[src/ooo_config.svh]
`ifndef OOO_CONFIG_SVH
`define OOO_CONFIG_SVH

// Tags index the reorder buffer entries directly
`define ROB_DEPTH 8
`define TAG_W 3

// Request queues in front of each execution unit
`define ALU_Q_DEPTH 4
`define MEM_Q_DEPTH 4

// Word-addressed data memory
`define MEM_WORDS 256
`define MEM_ADDR_W 8

// Datapath width
`define XLEN 32

`endif
[src/ooo_pkg.sv]
package ooo_pkg;

`include "ooo_config.svh"

    // Target unit of a dispatched operation
    typedef enum logic {
        KIND_ALU = 1'b0,
        KIND_MEM = 1'b1
    } op_kind_t;

    typedef enum logic [2:0] {
        ALU_ADD = 3'd0,
        ALU_SUB = 3'd1,
        ALU_AND = 3'd2,
        ALU_OR  = 3'd3,
        ALU_XOR = 3'd4,
        ALU_SLT = 3'd5,
        ALU_SLL = 3'd6,
        ALU_SRL = 3'd7
    } alu_op_t;

    // Decoded operation with operand values already resolved
    // For memory ops src_a is the base and src_b the store data
    typedef struct packed {
        op_kind_t          kind;
        alu_op_t           alu_op;
        logic              is_store;
        logic [`XLEN-1:0]  src_a;
        logic [`XLEN-1:0]  src_b;
        logic [15:0]       imm;
        logic [4:0]        rd;
    } dispatch_op_t;

    typedef struct packed {
        logic [`TAG_W-1:0] tag;
        alu_op_t           alu_op;
        logic [`XLEN-1:0]  src_a;
        logic [`XLEN-1:0]  src_b;
    } alu_req_t;

    typedef struct packed {
        logic [`TAG_W-1:0] tag;
        logic              is_store;
        logic [`XLEN-1:0]  addr;
        logic [`XLEN-1:0]  wdata;
    } mem_req_t;

    // One result on a completion bus
    typedef struct packed {
        logic              valid;
        logic [`TAG_W-1:0] tag;
        logic [`XLEN-1:0]  data;
        logic              exception;
    } complete_t;

    typedef struct packed {
        logic [4:0]        rd;
        logic [`XLEN-1:0]  data;
        logic              write_reg;
        logic              exception;
    } commit_t;

endpackage

[src/reorder_buffer.sv]
`timescale 1ns/100ps
`include "ooo_config.svh"

module reorder_buffer import ooo_pkg::*; (
    input  logic         clk,
    input  logic         rst,
    input  logic         dispatch_valid,
    input  dispatch_op_t dispatch_op,
    output logic         dispatch_ready,
    output logic         alu_req_valid,
    output alu_req_t     alu_req,
    input  logic         alu_ready,
    output logic         mem_req_valid,
    output mem_req_t     mem_req,
    input  logic         mem_ready,
    input  complete_t    alu_done,
    input  complete_t    mem_done,
    output logic         commit_valid,
    output commit_t      commit
);

    typedef struct packed {
        logic [4:0]       rd;
        op_kind_t         kind;
        logic             is_store;
        logic [`XLEN-1:0] data;
        logic             exception;
    } rob_entry_t;

    rob_entry_t          entries [`ROB_DEPTH];
    logic [`ROB_DEPTH-1:0] done_flags;
    logic [`TAG_W-1:0]   head;
    logic [`TAG_W-1:0]   tail;
    logic [`TAG_W:0]     count;
    logic                rob_full;
    logic                unit_ready;
    logic                fire;
    logic [`XLEN-1:0]    eff_addr;
    rob_entry_t          head_entry;

    assign rob_full   = (count == (`TAG_W+1)'(`ROB_DEPTH));
    assign unit_ready = (dispatch_op.kind == KIND_ALU) ? alu_ready : mem_ready;

    assign dispatch_ready = !rob_full && unit_ready;
    assign fire           = dispatch_valid && dispatch_ready;

    // The tail index becomes the tag of the steered request
    assign eff_addr = dispatch_op.src_a + {{(`XLEN-16){dispatch_op.imm[15]}}, dispatch_op.imm};

    assign alu_req_valid = fire && (dispatch_op.kind == KIND_ALU);
    assign mem_req_valid = fire && (dispatch_op.kind == KIND_MEM);

    assign alu_req = '{tag: tail, alu_op: dispatch_op.alu_op,
                       src_a: dispatch_op.src_a, src_b: dispatch_op.src_b};
    assign mem_req = '{tag: tail, is_store: dispatch_op.is_store,
                       addr: eff_addr, wdata: dispatch_op.src_b};

    // Retire the oldest entry once its result is back
    assign head_entry   = entries[head];
    assign commit_valid = (count != '0) && done_flags[head];
    assign commit = '{
        rd:        head_entry.rd,
        data:      head_entry.data,
        write_reg: !head_entry.exception &&
                   ((head_entry.kind == KIND_ALU) || !head_entry.is_store),
        exception: head_entry.exception
    };

    // Pointers wrap naturally since ROB_DEPTH is 2**TAG_W
    always_ff @(posedge clk or posedge rst) begin
        if (rst) begin
            head  <= '0;
            tail  <= '0;
            count <= '0;
        end else begin
            if (fire) begin
                tail <= tail + 1'b1;
            end
            if (commit_valid) begin
                head <= head + 1'b1;
            end
            count <= count + (`TAG_W+1)'(fire) - (`TAG_W+1)'(commit_valid);
        end
    end

    always_ff @(posedge clk or posedge rst) begin
        if (rst) begin
            done_flags <= '0;
        end else begin
            if (fire) begin
                done_flags[tail] <= 1'b0;
            end
            if (alu_done.valid) begin
                done_flags[alu_done.tag] <= 1'b1;
            end
            if (mem_done.valid) begin
                done_flags[mem_done.tag] <= 1'b1;
            end
        end
    end

    // Both buses carry distinct tags, so the two writes never collide
    always_ff @(posedge clk) begin
        if (fire) begin
            entries[tail].rd       <= dispatch_op.rd;
            entries[tail].kind     <= dispatch_op.kind;
            entries[tail].is_store <= dispatch_op.is_store;
        end
        if (alu_done.valid) begin
            entries[alu_done.tag].data      <= alu_done.data;
            entries[alu_done.tag].exception <= alu_done.exception;
        end
        if (mem_done.valid) begin
            entries[mem_done.tag].data      <= mem_done.data;
            entries[mem_done.tag].exception <= mem_done.exception;
        end
    end

endmodule

[config.mk]
export PLATFORM = sky130hd
export DESIGN_NAME = reorder_buffer
export DESIGN_NICKNAME = d
export VERILOG_FILES = /design/src/ooo_pkg.sv /design/src/reorder_buffer.sv
export VERILOG_INCLUDE_DIRS = /design/src
export SDC_FILE = /design/constraint.sdc
export NUM_CORES = 1
export LEC_CHECK = 0
export BUFFER_PORTS_ARGS = -buffer_cell sky130_fd_sc_hd__buf_2
export CAP_MARGIN = 10
export CORE_MARGIN = 2
export CORE_UTILIZATION = 29
export CTS_CLUSTER_DIAMETER = 80
export DETAILED_ROUTE_END_ITERATION = 8
export PLACE_DENSITY = 0.5
export REMOVE_ABC_BUFFERS = 1
export SLEW_MARGIN = 10
export SYNTH_ARGS = -nofsm -noshare
export SYNTH_HDL_FRONTEND = slang
export SYNTH_SLANG_ARGS = --single-unit
[constraint.sdc]
create_clock -name clk -period 3.15 [get_ports clk]
set_clock_uncertainty 0.2 [all_clocks]
set_input_delay 0.4725 -clock clk [delete_from_list [all_inputs] [get_ports clk]]
set_output_delay 0.4725 -clock clk [all_outputs]
set_load 0.05 [all_outputs]
==> impl_results.md <==
* Multi-input gate area at 8030 µm²
* Fill cell count at approximately 6000
* Starting Density at 0.292
* DIE WIDTH at 256 µm
* #FFs+latches synth at 338
* Yosys top cell by area: edfxtp_1
* Crit-path cells: buf_8 > ha_4 > fa_2 > a21oi_2 > o211ai_1 > o211ai_1 > a21oi_2 > a31o_2 > a31o_1 > a221oi_2 > xnor2_1 > buf_4
* Final Core Density at 0.378
* Max clock buf depth at 3
* DRT iter0 DRCs at 726
* GR Overflow Total at 0
* Post-DP Area at 20900 µm²
* Delay of the slowest critical-path stage at 390 ps
* Average footprint of a synthesized cell at 15.5 µm²
* EDFF count, synth at 320
* Synth warn at 0
* PwrDens at 781 nW/µm²
* CTS Buf Count at 40
* Drt first pass iters at 5
* Fmax at 293 MHz
* Detail Placement HPWL at approximately 35000 µm
* Setup ws final at -265 ps
* Synthesized area at approximately 18000 µm²
* Post-layout min period at 3420 ps
* Die ar. at roughly 66000 µm²
* Slew @ Worst Pin at approximately 740 ps
* Synth Area in Compound Gates at 0.0401
* Max Fanout on Critical Path at 2
* Total Power at 18.6 mW
* Die Y at roughly 260 µm
* Top-count cell post-synth: edfxtp_1
* Routability Congestion at 0.841
* Setup violations, final at 14
* Top cells by count, synth: edfxtp_1 (320), mux2_2 (303), buf_4 (103), mux4_2 (78), clkbuf_1 (43)
* Post-synthesis adder-cell area fraction at 0.0287
* Final nets at 1694
* CTS root buffer: clkbuf_16
* Antenna violations before repair at 15
* Crit path DAT at around 2700 ps
* Mux contribution to synthesized area at 0.281
* Max-cap violations at 0
* WL final at roughly 56000 µm
* Library cells used by synthesis at 55
* Sequential area share after synthesis at 0.547
* Final Max Tran Viols at 0
* Synth Area in Simple Gates at 0.0275
* XOR/XNOR share of the synthesized area at 0.0171
* Critical Path Start Type: input port
* CP required at 2480 ps
* Largest net degree at the start of global routing at 48
* WL/cell at 23.9 µm
* Num Clock Sinks at 338
* Failing checks: setup timing
* DR vias/cell at slightly below 5
* Leak pwr at 8.77 nW
* Core box area at 63000 µm²
* Fraction of layout cells with a size suffix above 1 at 0.620
* Peak VDD IR at 543 µV
* First-pass GRT wire length at 83100 µm
* Worst hold path type: in2reg
* CTS tree: yes
* Normalized max-slew margin at 0.505
* Final worst-path cycle share at 1.08
* Clk Latency, worst-skew pair at 550 ps
* Synth Instances at between 1000 and 1500
* H-Tree Depth at 2
* Total GRT Usage at 0.170
* Port Buf Inserts at between 200 and 250
* Clk pin slew, worst setup/hold paths at 60 ps
* Setup crit end kind: output port
* Async S/R FF share, synth at 0.0533
* Area growth, synth to finish at 29.2%
* CP max stage cell: fa_2
* Status: finished with violations
* Num rows at 92
* I/O pin count at 350
* Main synth FF type: edfxtp_1
* Top-area cell type share of the netlist area at 0.522
* Vias at 11600
* Post-route cell area at 23800 µm²
* Drc violations at 0
* Number of global-route vias before repair at around 12000
* Critical path class: in2out
* Final ANT Viol Nets at 0
* Synth area leaders: edfxtp_1 (52%), mux2_2 (19%), mux4_2 (9.5%)
* FF/Latch Area at slightly above 10000 µm²
* Setup TNS at -1510 ps
* RSZ-0062 raised after global routing: yes
* Largest family of logic cells by synthesized area: multiplexers
* Hold Vio Cnt, Final at 0
cell usage in the layout, fill, tap and decap left out, types with 14 or more instances in the layout:
cell / count
nand2_1: 24
mux2_4: 22
mux2_2: 281
a21o_1: 15
buf_12: 19
inv_1: 24
ha_1: 19
o21bai_1: 14
clkbuf_16: 42
buf_4: 130
nor2_1: 14
mux4_2: 78
dfrtp_1: 15
xnor2_1: 15
ha_4: 19
buf_2: 190
a21oi_1: 16
xor2_1: 14
edfxtp_1: 320
buf_6: 45
flip-flops by register name, indices dropped and copies added, names as in the netlist:
register	count
entries	320
done_flags	8
count	4
head	3
tail	3
cells by family after synthesis:
family,Yosys count
muxes,382
DFF,338
buffers and inverters,182
AOI/OAI and AO/OA,109
and+or+nand+nor,100
adders and majority gates,41
xor gates and xnor gates,36
per-layer routing:
metal / vias up / part of all wire / wire, µm / GRT usage
met4: 22 / 0.019 / 1100 / 0.0417
met2: 343 / 0.44 / 24900 / 0.255
li1: 5177 / - / - / -
met3: 88 / 0.066 / 3710 / 0.0467
met5: - / 0.0030 / 168 / 0.00804
met1: 5941 / 0.47 / 26500 / 0.242
what timing repair did:
action,CTS,global route
setup endpoints to repair,57,55
resized for setup,196,60
hold buffers,6,0
gates cloned,6,1
setup buffers,29,11
pin swaps,56,38
endpoints found under the hold margin,58,0
worst max-delay path: cells and delay by family:
family | cells | cell delay (ps)
xor+xnor | 1 | 150
fa+ha+maj | 2 | 540
buf+inv | 2 | 320
compound gates | 7 | 1250
stage by stage:
step           setup slack (ps)  instances  hold slack [ps]
2_1_floorplan             -3810       1031              211
3_3_place_gp               -560       2244              293
3_5_place_dp               -579       2244              297
4_1_cts                    -276       2355             27.3
5_1_grt                    -387       2363             49.8
6_report                   -265       2363             51.0
power by group:
part,internal [mW],switching (mW)
sequential,5.35,0.252
clock,2.48,1.92
combinational,3.77,4.80
total,11.6,6.97
final cells by class:
| cell class | count | area share |
|---|---|---|
| Inverter | 25 | 0.00394 |
| Timing Repair Buffer | 411 | 0.139 |
| Tap cell | 846 | 0.0445 |
| Multi-Input combinational cell | 668 | 0.338 |
| Sequential cell | 338 | 0.423 |
| Antenna cell | 1 | 0.000105 |
| Clock buffer | 56 | 0.0463 |
| Clock inverter | 18 | 0.00579 |
path summary, 6_finish.rpt:
| path | from | endpoint | slack [ps] | cells after the start |
|---|---|---|---|---|
| min | dispatch_op[85] | entries[5][33] | 50 | 1 |
| min in group asynchronous | rst | count[0] | 400 | 3 |
| max | dispatch_op[53] | mem_req[62] | -270 | 12 |
| min reg2reg | count[0] | count[0] | 310 | 1 |
| max reg2reg | head[0] | count[2] | 400 | 10 |
| max in group asynchronous | rst | head[0] | 1800 | 3 |
No activity file was read; power rests on OpenSTA's default activity.
